File: config.mk
export PLATFORM = sky130hd
export DESIGN_NAME = pixel_readout_top
export DESIGN_NICKNAME = d
export VERILOG_FILES = /design/src/readout_geom_pkg.sv /design/src/readout_reg_pkg.sv /design/src/arb_if.sv /design/src/priority_arb.sv /design/src/row_arbiter.sv /design/src/readout_regs.sv /design/src/readout_ctrl.sv /design/src/pixel_readout_top.sv
export SDC_FILE = /design/constraint.sdc
export NUM_CORES = 1
export LEC_CHECK = 0
export ABC_AREA = 1
export CORE_MARGIN = 3
export CORE_UTILIZATION = 45
export CTS_BUF_LIST = sky130_fd_sc_hd__clkbuf_8 sky130_fd_sc_hd__clkbuf_16
export DETAILED_ROUTE_END_ITERATION = 8
export DONT_BUFFER_PORTS = 1
export PLACE_DENSITY_LB_ADDON = 0.15
export SYNTH_ARGS = -nofsm -noshare
export SYNTH_HDL_FRONTEND = slang
export SYNTH_HIERARCHICAL = 1
export SYNTH_SLANG_ARGS = --single-unit
File: constraint.sdc
create_clock -name clk_i -period 4.4 [get_ports clk_i]
set_clock_uncertainty 0.1 [all_clocks]
set_input_delay 0.22 -clock clk_i [delete_from_list [all_inputs] [get_ports clk_i]]
set_output_delay 0.22 -clock clk_i [all_outputs]
set_load 0.03 [all_outputs]
File: src/readout_geom_pkg.sv
/*
 * Pixel readout geometry
 * Default array size, address widths and downstream buffer depth
 * shared by the readout RTL and its testbench
 */

package readout_geom_pkg;

    // ----------------------------
    // Pixel array
    // ----------------------------
    localparam int n_rows_dflt     = 8;   // Pixel rows
    localparam int n_cols_dflt     = 8;   // Pixel columns
    localparam int row_addr_w_dflt = 3;   // Encoded row index width
    localparam int col_addr_w_dflt = 3;   // Encoded column index width

    // ----------------------------
    // Flow control
    // ----------------------------
    localparam int n_credits_dflt  = 4;   // Downstream buffer depth in events

endpackage

File: src/readout_reg_pkg.sv
/*
 * Readout configuration register map
 * Addresses, field positions and widths of the CTRL, ROW_SKIP
 * and FRAMES registers
 */

package readout_reg_pkg;

    localparam int reg_addr_w = 2;                       // Register address width
    localparam int reg_data_w = 16;                      // Register data width

    // ----------------------------
    // Addresses
    // ----------------------------
    localparam logic [reg_addr_w-1:0] reg_ctrl_addr     = 2'd0;  // CTRL
    localparam logic [reg_addr_w-1:0] reg_row_skip_addr = 2'd1;  // ROW_SKIP, one bit per row
    localparam logic [reg_addr_w-1:0] reg_frames_addr   = 2'd2;  // FRAMES, read only

    // ----------------------------
    // CTRL fields
    // ----------------------------
    localparam int ctrl_en_bit = 0;                      // Readout enable

endpackage

File: src/arb_if.sv
/*
 * Arbiter bus
 * Step and refresh controls, request vector and the registered
 * grant, index and group release of one round-robin arbiter
 */

`timescale 1ns/100ps

interface arb_if import readout_geom_pkg::*;
#(
    parameter int n_lines = n_rows_dflt,   // Request lines
    parameter int addr_w  = row_addr_w_dflt // Encoded index width
);

    logic               enable;            // Advance one step
    logic               refresh;           // Reload mask, clear grant
    logic [n_lines-1:0] req;               // Request vector
    logic [n_lines-1:0] gnt;               // Registered one-hot grant
    logic [addr_w-1:0]  addr;              // Index of gnt
    logic               grp_release;       // No masked requests left

    modport ctrl
    (
        output enable, refresh, req,
        input  gnt, addr, grp_release
    );

    modport arb
    (
        input  enable, refresh, req,
        output gnt, addr, grp_release
    );

endinterface

File: src/priority_arb.sv
/*
 * Fixed priority grant finder
 * Grants the lowest index set request, no grant without requests
 */

`timescale 1ns/100ps

module priority_arb import readout_geom_pkg::*;
#(
    parameter int n_lines = n_rows_dflt      // Request lines
)
(
    input  logic [n_lines-1:0] req_i,        // Requests
    output logic [n_lines-1:0] gnt_o         // One-hot grant
);

    logic [n_lines-1:0] req_neg;             // Two's complement of req_i

    assign req_neg = ~req_i + n_lines'(1);   // Borrow stops at lowest set bit
    assign gnt_o   = req_i & req_neg;        // Isolate lowest set bit

endmodule

File: src/row_arbiter.sv
/*
 * Round-robin arbiter
 * Masks off every line at or below the last grant so the scan moves
 * upward, wraps to the raw requests once the mask runs empty, and
 * registers the one-hot grant together with its encoded index
 */

`timescale 1ns/100ps

module row_arbiter import readout_geom_pkg::*;
#(
    parameter int n_lines = n_rows_dflt,       // Request lines
    parameter int addr_w  = row_addr_w_dflt    // Encoded index width
)
(
    input  logic  clk_i,                       // System clock
    input  logic  reset_i,                     // Async reset, active high
    arb_if.arb    arb                          // Arbiter bus
);

    // ----------------------------
    // Mask and grant select
    // ----------------------------
    logic [n_lines-1:0] mask_q;                // Lines still eligible this round
    logic [n_lines-1:0] mask_nxt;              // Lines above the new grant
    logic [n_lines-1:0] mask_req;              // Eligible requests
    logic [n_lines-1:0] mask_gnt;              // Lowest eligible request
    logic [n_lines-1:0] raw_gnt;               // Lowest request overall
    logic [n_lines-1:0] gnt_nxt;               // Grant taken on enable
    logic [n_lines-1:0] gnt_q;                 // Registered grant

    assign mask_req        = arb.req & mask_q;
    assign gnt_nxt         = (|mask_req) ? mask_gnt : raw_gnt;  // Wrap when mask is empty
    assign mask_nxt        = ~((gnt_nxt << 1) - n_lines'(1));   // Ones strictly above grant
    assign arb.grp_release = ~(|mask_req);

    priority_arb #(.n_lines(n_lines)) i_masked_arb
    (
        .req_i (mask_req),
        .gnt_o (mask_gnt)
    );

    priority_arb #(.n_lines(n_lines)) i_raw_arb
    (
        .req_i (arb.req),
        .gnt_o (raw_gnt)
    );

    always_ff @(posedge clk_i or posedge reset_i)
    begin
        if (reset_i)
        begin
            mask_q <= '1;                      // All lines eligible
            gnt_q  <= '0;
        end
        else if (arb.enable)
        begin
            mask_q <= mask_nxt;
            gnt_q  <= gnt_nxt;
        end
        else if (arb.refresh)
        begin
            mask_q <= '1;                      // New round from line 0
            gnt_q  <= '0;
        end
    end

    // ----------------------------
    // Index encode
    // ----------------------------
    always_comb
    begin
        arb.addr = '0;
        for (int i = 0; i < n_lines; i++)
        begin
            if (gnt_q[i])
            begin
                arb.addr = addr_w'(i);
            end
        end
    end

    assign arb.gnt = gnt_q;

    // At most one line owns the bus at any time
    a_gnt_onehot: assert property (@(posedge clk_i) disable iff (reset_i)
        $onehot0(gnt_q));

endmodule

File: src/readout_regs.sv
/*
 * Readout configuration registers
 * CTRL enable and ROW_SKIP mask written from the config port,
 * FRAMES counts completed frames, reads are combinational
 */

`timescale 1ns/100ps

module readout_regs import readout_geom_pkg::*, readout_reg_pkg::*;
#(
    parameter int n_rows = n_rows_dflt                  // Pixel rows
)
(
    input  logic                  clk_i,                // System clock
    input  logic                  reset_i,              // Async reset, active high
    input  logic                  cfg_we_i,             // Write strobe
    input  logic [reg_addr_w-1:0] cfg_addr_i,           // Register address
    input  logic [reg_data_w-1:0] cfg_wdata_i,          // Write data
    output logic [reg_data_w-1:0] cfg_rdata_o,          // Read data
    input  logic                  frame_done_i,         // Frame completed pulse
    output logic                  scan_en_o,            // Readout enable
    output logic [n_rows-1:0]     row_skip_o            // Rows excluded from scan
);

    logic                  scan_en_q;                   // CTRL enable bit
    logic [n_rows-1:0]     row_skip_q;                  // ROW_SKIP
    logic [reg_data_w-1:0] frames_q;                    // FRAMES, wraps

    // ----------------------------
    // Writes and frame counter
    // ----------------------------
    always_ff @(posedge clk_i or posedge reset_i)
    begin
        if (reset_i)
        begin
            scan_en_q  <= 1'b0;                         // Readout starts disabled
            row_skip_q <= '0;
            frames_q   <= '0;
        end
        else
        begin
            if (cfg_we_i && cfg_addr_i == reg_ctrl_addr)
                scan_en_q <= cfg_wdata_i[ctrl_en_bit];
            if (cfg_we_i && cfg_addr_i == reg_row_skip_addr)
                row_skip_q <= cfg_wdata_i[n_rows-1:0];
            if (frame_done_i)
                frames_q <= frames_q + 1'b1;
        end
    end

    // ----------------------------
    // Read mux
    // ----------------------------
    always_comb
    begin
        cfg_rdata_o = '0;                               // Unmapped reads as zero
        case (cfg_addr_i)
            reg_ctrl_addr:     cfg_rdata_o[ctrl_en_bit] = scan_en_q;
            reg_row_skip_addr: cfg_rdata_o = reg_data_w'(row_skip_q);
            reg_frames_addr:   cfg_rdata_o = frames_q;
            default:           cfg_rdata_o = '0;
        endcase
    end

    assign scan_en_o  = scan_en_q;
    assign row_skip_o = row_skip_q;

endmodule

File: src/readout_ctrl.sv
/*
 * Readout controller
 * Captures a hit frame, steps the row arbiter over rows with hits
 * and the column arbiter over the hits of each granted row, and
 * emits one address event per hit against a credit counter
 */

`timescale 1ns/100ps

module readout_ctrl import readout_geom_pkg::*;
#(
    parameter int n_rows     = n_rows_dflt,          // Pixel rows
    parameter int n_cols     = n_cols_dflt,          // Pixel columns
    parameter int row_addr_w = row_addr_w_dflt,      // Row index width
    parameter int col_addr_w = col_addr_w_dflt,      // Column index width
    parameter int n_credits  = n_credits_dflt        // Downstream buffer depth
)
(
    input  logic                     clk_i,          // System clock
    input  logic                     reset_i,        // Async reset, active high
    input  logic [n_rows*n_cols-1:0] hit_i,          // Hit vector, row major
    input  logic                     scan_en_i,      // Readout enable
    input  logic [n_rows-1:0]        row_skip_i,     // Rows excluded from scan
    input  logic                     credit_i,       // One credit returned
    arb_if.ctrl                      row_arb,        // Row arbiter bus
    arb_if.ctrl                      col_arb,        // Column arbiter bus
    output logic                     evt_valid_o,    // Event present
    output logic [row_addr_w-1:0]    evt_row_o,      // Event row
    output logic [col_addr_w-1:0]    evt_col_o,      // Event column
    output logic                     frame_done_o    // Frame completed pulse
);

    localparam int cred_w = $clog2(n_credits + 1);

    // ----------------------------
    // FSM encoding
    // ----------------------------
    localparam logic [2:0] st_idle    = 3'd0;        // Wait for enable and hits
    localparam logic [2:0] st_capture = 3'd1;        // Frame held, first row step
    localparam logic [2:0] st_row     = 3'd2;        // Row granted, refresh columns
    localparam logic [2:0] st_col     = 3'd3;        // Column step when credit allows
    localparam logic [2:0] st_emit    = 3'd4;        // Event on the output
    localparam logic [2:0] st_done    = 3'd5;        // Frame end pulse

    logic [2:0]               state_q;
    logic [2:0]               state_nxt;
    logic [n_rows*n_cols-1:0] frame_q;               // Captured hit frame
    logic [n_rows-1:0]        row_any;               // Rows holding any hit
    logic [cred_w-1:0]        credit_q;              // Free downstream slots
    logic                     capture;               // Frame taken this edge
    logic                     has_credit;

    assign capture    = (state_q == st_idle) && scan_en_i && (|hit_i);
    assign has_credit = (credit_q != '0);

    always_ff @(posedge clk_i)
    begin
        if (capture)
            frame_q <= hit_i;
    end

    // ----------------------------
    // Request vectors
    // ----------------------------
    always_comb
    begin
        for (int r = 0; r < n_rows; r++)
            row_any[r] = |frame_q[r*n_cols +: n_cols];
    end

    assign row_arb.req = row_any & ~row_skip_i;                     // Skipped rows never request
    assign col_arb.req = frame_q[row_arb.addr * n_cols +: n_cols];  // Hits of granted row

    // ----------------------------
    // Arbiter steering
    // ----------------------------
    assign row_arb.refresh = capture;
    assign col_arb.refresh = capture || (state_q == st_row);      // New row, columns from 0
    assign row_arb.enable  = ((state_q == st_capture) && (|row_arb.req)) ||
                             ((state_q == st_emit) && col_arb.grp_release &&
                              !row_arb.grp_release);
    assign col_arb.enable  = (state_q == st_col) && has_credit;    // Stall frozen on no credit

    always_comb
    begin
        state_nxt = state_q;
        case (state_q)
            st_idle:    if (capture) state_nxt = st_capture;
            st_capture: state_nxt = (|row_arb.req) ? st_row : st_done;  // All rows skipped
            st_row:     state_nxt = st_col;
            st_col:     if (has_credit) state_nxt = st_emit;
            st_emit:
            begin
                if (!col_arb.grp_release)
                    state_nxt = st_col;                   // More hits in this row
                else if (row_arb.grp_release)
                    state_nxt = st_done;                  // Last row finished
                else
                    state_nxt = st_row;
            end
            st_done:    state_nxt = st_idle;
            default:    state_nxt = st_idle;
        endcase
    end

    always_ff @(posedge clk_i or posedge reset_i)
    begin
        if (reset_i)
            state_q <= st_idle;
        else
            state_q <= state_nxt;
    end

    // ----------------------------
    // Credits and event output
    // ----------------------------
    always_ff @(posedge clk_i or posedge reset_i)
    begin
        if (reset_i)
            credit_q <= cred_w'(n_credits);               // Buffer empty
        else if (evt_valid_o && !credit_i)
            credit_q <= credit_q - 1'b1;
        else if (credit_i && !evt_valid_o)
            credit_q <= credit_q + 1'b1;
    end

    assign evt_valid_o  = (state_q == st_emit);
    assign evt_row_o    = row_arb.addr;
    assign evt_col_o    = col_arb.addr;
    assign frame_done_o = (state_q == st_done);

    // Sink returns no more credits than events it took
    a_credit_max: assert property (@(posedge clk_i) disable iff (reset_i)
        credit_q <= cred_w'(n_credits));

    // Column step waits for credit, so an event always has a slot
    a_no_evt_wo_credit: assert property (@(posedge clk_i) disable iff (reset_i)
        evt_valid_o |-> has_credit);

endmodule

File: src/pixel_readout_top.sv
/*
 * Pixel block readout
 * Configuration registers, scan controller and the row and column
 * round-robin arbiters behind plain ports
 */

`timescale 1ns/100ps

module pixel_readout_top import readout_geom_pkg::*, readout_reg_pkg::*;
#(
    parameter int n_rows     = n_rows_dflt,
    parameter int n_cols     = n_cols_dflt,
    parameter int row_addr_w = row_addr_w_dflt,
    parameter int col_addr_w = col_addr_w_dflt,
    parameter int n_credits  = n_credits_dflt
)
(
    input  logic                     clk_i,          // System clock
    input  logic                     reset_i,        // Async reset, active high
    input  logic [n_rows*n_cols-1:0] hit_i,          // Hit vector, row major
    input  logic                     credit_i,       // Credit return from buffer
    input  logic                     cfg_we_i,       // Config write strobe
    input  logic [reg_addr_w-1:0]    cfg_addr_i,     // Config address
    input  logic [reg_data_w-1:0]    cfg_wdata_i,    // Config write data
    output logic [reg_data_w-1:0]    cfg_rdata_o,    // Config read data
    output logic                     evt_valid_o,    // Address event valid
    output logic [row_addr_w-1:0]    evt_row_o,      // Event row
    output logic [col_addr_w-1:0]    evt_col_o       // Event column
);

    logic              scan_en;                      // CTRL enable
    logic [n_rows-1:0] row_skip;                     // ROW_SKIP mask
    logic              frame_done;                   // Frame end pulse

    arb_if #(.n_lines(n_rows), .addr_w(row_addr_w)) row_bus ();
    arb_if #(.n_lines(n_cols), .addr_w(col_addr_w)) col_bus ();

    // ----------------------------
    // Registers and controller
    // ----------------------------
    readout_regs #(.n_rows(n_rows)) i_readout_regs
    (
        .clk_i        (clk_i),
        .reset_i      (reset_i),
        .cfg_we_i     (cfg_we_i),
        .cfg_addr_i   (cfg_addr_i),
        .cfg_wdata_i  (cfg_wdata_i),
        .cfg_rdata_o  (cfg_rdata_o),
        .frame_done_i (frame_done),
        .scan_en_o    (scan_en),
        .row_skip_o   (row_skip)
    );

    readout_ctrl #(
        .n_rows     (n_rows),
        .n_cols     (n_cols),
        .row_addr_w (row_addr_w),
        .col_addr_w (col_addr_w),
        .n_credits  (n_credits)
    ) i_readout_ctrl
    (
        .clk_i        (clk_i),
        .reset_i      (reset_i),
        .hit_i        (hit_i),
        .scan_en_i    (scan_en),
        .row_skip_i   (row_skip),
        .credit_i     (credit_i),
        .row_arb      (row_bus),
        .col_arb      (col_bus),
        .evt_valid_o  (evt_valid_o),
        .evt_row_o    (evt_row_o),
        .evt_col_o    (evt_col_o),
        .frame_done_o (frame_done)
    );

    // ----------------------------
    // Arbiters
    // ----------------------------
    row_arbiter #(.n_lines(n_rows), .addr_w(row_addr_w)) i_row_arbiter
    (
        .clk_i   (clk_i),
        .reset_i (reset_i),
        .arb     (row_bus)
    );

    row_arbiter #(.n_lines(n_cols), .addr_w(col_addr_w)) i_col_arbiter
    (
        .clk_i   (clk_i),
        .reset_i (reset_i),
        .arb     (col_bus)
    );

endmodule

==> After elaboration in Yosys (flattened, before gate mapping) <==
Cells that the tools add are included.
{ "op_classes": {"addsub": 9, "reduce_logical": 33, "muxes": 34, "n_eq_ne": 9, "bitwise": 15, "shifts": 1} }
{ "op_table": {"columns": ["operator", "n"], "rows": [
  ["$reduce_or 8->1", 11],
  ["$mux 8", 10],
  ["$reduce_or 64->1", 1],
  ["$shiftx 64x7->8", 1],
  ["$and 8x8->8", 7],
  ["$not 8->8", 7],
  ["$mux 3", 15],
  ["$add 8x1->8 const B", 4],
  ["$pmux 15 s2", 1],
  ["$add 16x1->16 const B", 1],
  ["$sub 8x1->8 const B", 2],
  ["$pmux 3 s5", 1],
  ["$logic_and 1x1->1", 10],
  ["$mux 2", 4],
  ["$eq 3x2->1 const B", 2],
  ["$eq 3x3->1 const B", 2],
  ["$reduce_bool 2->1", 3],
  ["$ne 2x1->1 const B", 2],
  ["$add 3x1->3 const B", 1],
  ["$eq 3x1->1 const B", 1],
  ["$logic_not 3->1", 1],
  ["$pmux 1 s3", 1],
  ["$reduce_bool 3->1", 1],
  ["$sub 3x1->3 const B", 1],
  ["other kinds (8)", 11]
]} }
{ "word_totals": {"out_inout_bits": 23, "regBits": 127, "inputBits": 86} }

==> Logic depth before layout (Yosys ltp) <==
{ "depth": {"depth_word": 16, "mapped_depth": 25, "depth_no_buf": 23} }

==> By module <==
The synthesis kept the hierarchy.
{ "modules_own_cells": {"columns": ["module", "area_per_inst_um2", "instances", "cells_each", "seq_area_each_um2"], "rows": [
  ["readout_ctrl", 3513.4, 1, 378, 2073.2],
  ["row_arbiter", 1109.8, 2, 151, 410.4],
  ["readout_regs", 1433.9, 1, 177, 625.6],
  ["priority_arb", 91.3, 4, 20, 0.0]
]} }

==> Least setup slack after synthesis <==
Ideal clock, no wire load.
{ "synth_path": {"path_kind": "register to register", "from": "reg i_row_arbiter.gnt_q[2], in the netlist i_row_arbiter/arb.gnt[2]", "to": "reg i_row_arbiter.mask_q[7]", "t_arrival_ns": 3.013, "path_stages_with_launch": 21, "setup_ns": 0.067, "slack_ns": 1.219, "t_required_ns": 4.233, "synth_period_minus_slack_ns": 3.181, "cell_sequence": "dfrtp_1 > o21ai_0 > a21oi_1 > o21ai_0 > buf_2 > clkbuf_1 > nand2_1 > o211ai_1 > a31oi_1 > nand2_2 > nand2_4 > nor2_8 > nand2_4 > inv_2 > nand2_1 > o21ai_0 > nor2_1 > inv_1 > clkbuf_1 > o22ai_1 > nor2_1"} }
{ "synth_via": {"elab_chain_cells": 14, "word_cells_on_any_way": 15, "classes_between": "1 x shift; 7 x mux; 2 x bitwise; 5 x reduce/logical"} }
{ "synth_rtl": {"columns": ["element", "line", "rtl"], "rows": [
  ["from (decl)", "row_arbiter.sv:30", "logic [n_lines-1:0] gnt_q;"],
  ["from (signal assigned)", "row_arbiter.sv:59", "gnt_q <= gnt_nxt;"],
  ["$mux 2 (*) (2 in a row)", "row_arbiter.sv:76", "if (gnt_q[i])"],
  ["$mux 3 (*) (4 in a row)", "row_arbiter.sv:76", null],
  ["net row_bus.addr[0]", "arb_if.sv:19", "logic [addr_w-1:0] addr;"],
  ["$shiftx 64x7->8 (*)", "readout_ctrl.sv:72", "assign col_arb.req = frame_q[row_arb.addr * n_cols +: n_cols];"],
  ["net col_bus.req[0]", "arb_if.sv:17", "logic [n_lines-1:0] req;"],
  ["$and 8x8->8 (*)", "row_arbiter.sv:32", "assign mask_req = arb.req & mask_q;"],
  ["$reduce_or 8->1 (*)", "row_arbiter.sv:35", "assign arb.grp_release = ~(|mask_req);"],
  ["$not 1->1 (*)", "row_arbiter.sv:35", null],
  ["net col_bus.grp_release", "arb_if.sv:20", "logic grp_release;"],
  ["$logic_and 1x1->1 (*) (2 in a row)", "readout_ctrl.sv:80", "((state_q == st_emit) && col_arb.grp_release &&"],
  ["$logic_or 1x1->1 (*)", "readout_ctrl.sv:79", "assign row_arb.enable = ((state_q == st_capture) && (|row_arb.req)) ||"],
  ["net row_bus.enable", "arb_if.sv:15", "logic enable;"],
  ["$mux 8 / $reduce_bool 2->1 (equally long branches)", null, null],
  ["to (signal assigned)", "row_arbiter.sv:58", "mask_q <= mask_nxt;"],
  ["to (decl)", "row_arbiter.sv:24", "logic [n_lines-1:0] mask_q;"]
]} }
Mark *: on every way through the listed nets, which the timed path passes. The rest lies on a longest branch.
A chain may end at the register's enable or synchronous reset.

==> Worst setup path in the final report <==
{ "layout_path": {"from": "reg i_row_arbiter.gnt_q[2], in the netlist i_row_arbiter/arb.gnt[2]", "to": "reg i_row_arbiter.mask_q[6]"} }
{ "layout_via": {"elab_chain_cells": 14, "word_cells_on_any_way": 15, "classes_between": "1 x shift; 7 x mux; 2 x bitwise; 5 x reduce/logical"} }
{ "layout_rtl": {"columns": ["element", "line"], "rows": [
  ["$mux 2 (*) (2 in a row)", "row_arbiter.sv:76"],
  ["$mux 3 (*) (4 in a row)", "row_arbiter.sv:76"],
  ["$shiftx 64x7->8 (*)", "readout_ctrl.sv:72"],
  ["net col_bus.req[1]", "arb_if.sv:17"],
  ["$and 8x8->8 (*)", "row_arbiter.sv:32"],
  ["$reduce_or 8->1 (*)", "row_arbiter.sv:35"],
  ["$not 1->1 (*)", "row_arbiter.sv:35"],
  ["net col_bus.grp_release", "arb_if.sv:20"],
  ["$logic_and 1x1->1 (*) (2 in a row)", "readout_ctrl.sv:80"],
  ["$logic_or 1x1->1 (*)", "readout_ctrl.sv:79"],
  ["net row_bus.enable", "arb_if.sv:15"],
  ["$mux 8 / $reduce_bool 2->1 (equally long branches)", null]
]} }
Marked as above.

==> metrics.csv <==
stage,metric,value,unit
place,Post-DP Area,7620,sq um
pwr,Sw Pwr,3.75,mW
place,gpl congestion,0.853,
pwr,part of the power in registers,24.3,%
layout,Area growth syn-to-layout,19.8,%
clock_tree,Post-CTS Setup Bufs,0,
clock_tree,clock sink count,125,
routing,drt total wl,18800,um
place,Cells after DPL,1126,
timing,crit path time final,3890,ps
grt,vias in the first global route,6020,
synth,Post-Syn Area per Cell,8.02,sq um
routing,Wirelength per Cell,15.2,um
layout,Final Instance Area,8940,sq um
routing,via-per-instance ratio,4.98,
pwr,Max VDD drop,523,uV
setup_path,kind of critical path,flop to flop,
clock_tree,Worst-Skew Late Latency,420,ps
floorplanning,Site Rows,46,
pwr,power share of the clock group,17.9,%
timing,setup ws final,514,ps
setup_path,Worst setup EP type,flop,
clock_tree,"Clk pin slew, worst setup/hold paths",60,ps
clock_tree,post-cts sizing count,0,
place,Post-DP HPWL,13900,um
layout,Final Core Density,55.7,%
layout,Ant. Diodes,0,
grt,total gr overflow,0,
pwr,PD cells,851,nW/um^2
synth,YS warnings,6,
min_path,Worst Hold Launch,cfg_we_i,
setup_path,worst r2r src,i_row_arbiter/arb.gnt[2]$_DFFE_PP0P_,
timing,Final Hold Viols,0,
clock_tree,CTS Buf Count,17,
routing,DR iter-0 viols,350,
layout,nets,1097,
flow_run,# Max-Cap Violations,0,
layout,fin cells,1233,
setup_path,CP max FO,27,
floorplanning,Starting Density,46.5,%
routing,Residual DRC,0,
clock_tree,H-tree depth,4,
status,status,"finished, final reports clean",
place,number of port buffers,0,
pwr,Leak Pwr,3.93,nW
setup_path,crit path launch,i_row_arbiter/arb.gnt[2]$_DFFE_PP0P_,
timing,part of the cycle the worst path needs,88.3,%
grt,initial antenna violation count,0,
min_path,hold crit path type,primary input to flop,
floorplanning,core area,16100,sq um
setup_path,Worst EP required,4650,ps
floorplanning,die area,18200,sq um
pwr,P_int,3.86,mW
place,dpl ws,583,ps
timing,Final Setup Violations,0,
layout,fraction of layout cells with a size suffix above 1,14.8,%
synth,Syn Nets,1024,
grt,total global-route track usage,21.6,%
pwr,overall power,7.61,mW
synth,Mapped Cells,931,
pwr,part of the power in combinational logic,57.8,%
setup_path,WP data arrival,4130,ps
routing,total number of vias,6144,
timing,RSZ-0062 raised after global routing,false,
pwr,switching share of total power,49.2,%
setup_path,CP Launch Type,flop,
clock_tree,clock buffer depth,2,
timing,Min Hold Slack,44.2,ps
timing,Fmax achieved,257,MHz
timing,setup TNS,0,ps
routing,Final ANT Viol Nets,0,
grt,first-pass GRT wire length,30400,um
floorplanning,Die Ht,135,um
clock_tree,CTS tree,done,
synth,Syn Std Cell Area,7470,sq um
routing,First-pass DRT Iterations,4,
timing,Pins Over Slew Limit,0,
timing,relative slew slack,29.8,%
timing,Worst-Margin Slew,1050,ps
floorplanning,die width,135,um
floorplanning,I/O pin cnt,109,
grt,largest net degree at the start of global routing,39,
clock_tree,CTS Root Cell,clkbuf_16,
layout,Fillers,1490,
## cell type report
type	count	area, sq um	share of cell area (%)
Clock buffer	17	425	4.76
Tap cell	216	270	3.02
Inverter	149	559	6.25
Timing Repair Buffer	84	818	9.15
Sequential cell	125	3470	38.8
Multi-Input combinational cell	627	3250	36.4
Clock inverter	15	145	1.62
## cell usage in the layout (no fill, tap or decap), types with 17 or more instances in the layout
cell type and instances:
nor2_1 146, inv_1 140, clkbuf_16 17, edfxtp_1 64
a21oi_1 28, o21ai_1 19, nand2_1 188, dlygate4sd3_1 75
o21ai_0 41, o22ai_1 20, dfrtp_1 44, nor2_2 17
nand2_2 26, nand3_1 37, dfstp_2 17
## state kept, by name, summed over array words and instances (netlist names)
signal / cells
i_col_arbiter/arb.gnt: 7
i_row_arbiter/mask_q: 8
i_row_arbiter/arb.gnt: 7
i_readout_ctrl/credit_q: 3
i_readout_ctrl/state_q: 3
i_readout_regs/scan_en_o: 1
i_col_arbiter/mask_q: 8
i_readout_regs/frames_q: 16
i_readout_ctrl/frame_q: 64
i_readout_regs/row_skip_o: 8
## power groups by stage
stage                     clock network (mW)  registers, mW  logic [mW]
after global placement                     0           1.86        4.28
after detailed placement                   0           1.86        4.32
after floorplan                            0           1.80        3.69
final                                   1.36           1.85        4.40
after global routing                    1.44           1.88        4.95
after CTS                               1.38           1.85        4.40
## routing by layer
metal	part of all wire [%]	GRT usage, %	vias up
met5	0	0	-
met4	2.1	7.35	0
met3	6.8	5.70	25
met2	45	33.4	169
met1	46	29.8	2825
li1	-	-	3125
## critical path, cell delays in order, from the launching register on
cell and delay [ps]:
dfrtp_1 390, o21ai_0 180, a21oi_1 120, o21ai_4 290, buf_4 330, o21ai_0 130, o22ai_1 230, nor2_1 60
a31oi_1 360, nand2_2 140, nand2_4 110, nor2_8 60, nand2_4 150, inv_2 80, nand2_1 90, o21ai_0 150
nor2_1 160, inv_1 230, or2_2 340, nand2_1 60, inv_1 30
## path summary, 6_finish.rpt
kind | endpoint | slack, ps | cells past startpoint
min | i_readout_regs/row_skip_o[0]$_DFFE_PP0P_ | 40 | 2
max | i_row_arbiter/mask_q[6]$_DFFE_PP1P_ | 510 | 20
min reg2reg | i_readout_ctrl/credit_q[0]$_DFFE_PP0P_ | 370 | 1
min in group asynchronous | i_readout_ctrl/state_q[2]$_DFFE_PP0P_ | 180 | 2
max reg2reg | i_row_arbiter/mask_q[6]$_DFFE_PP1P_ | 510 | 20
max in group asynchronous | i_readout_regs/frames_q[5]$_DFFE_PP0P_ | 3040 | 2
## timing repair
| item | 4_1_cts | 5_1_grt |
|---|---|---|
| hold endpoints to repair | 118 | 0 |
| endpoints found under the setup margin | 0 | 0 |
| hold buffers | 75 | 0 |
Note: power is estimated with default switching activity, not from simulation.
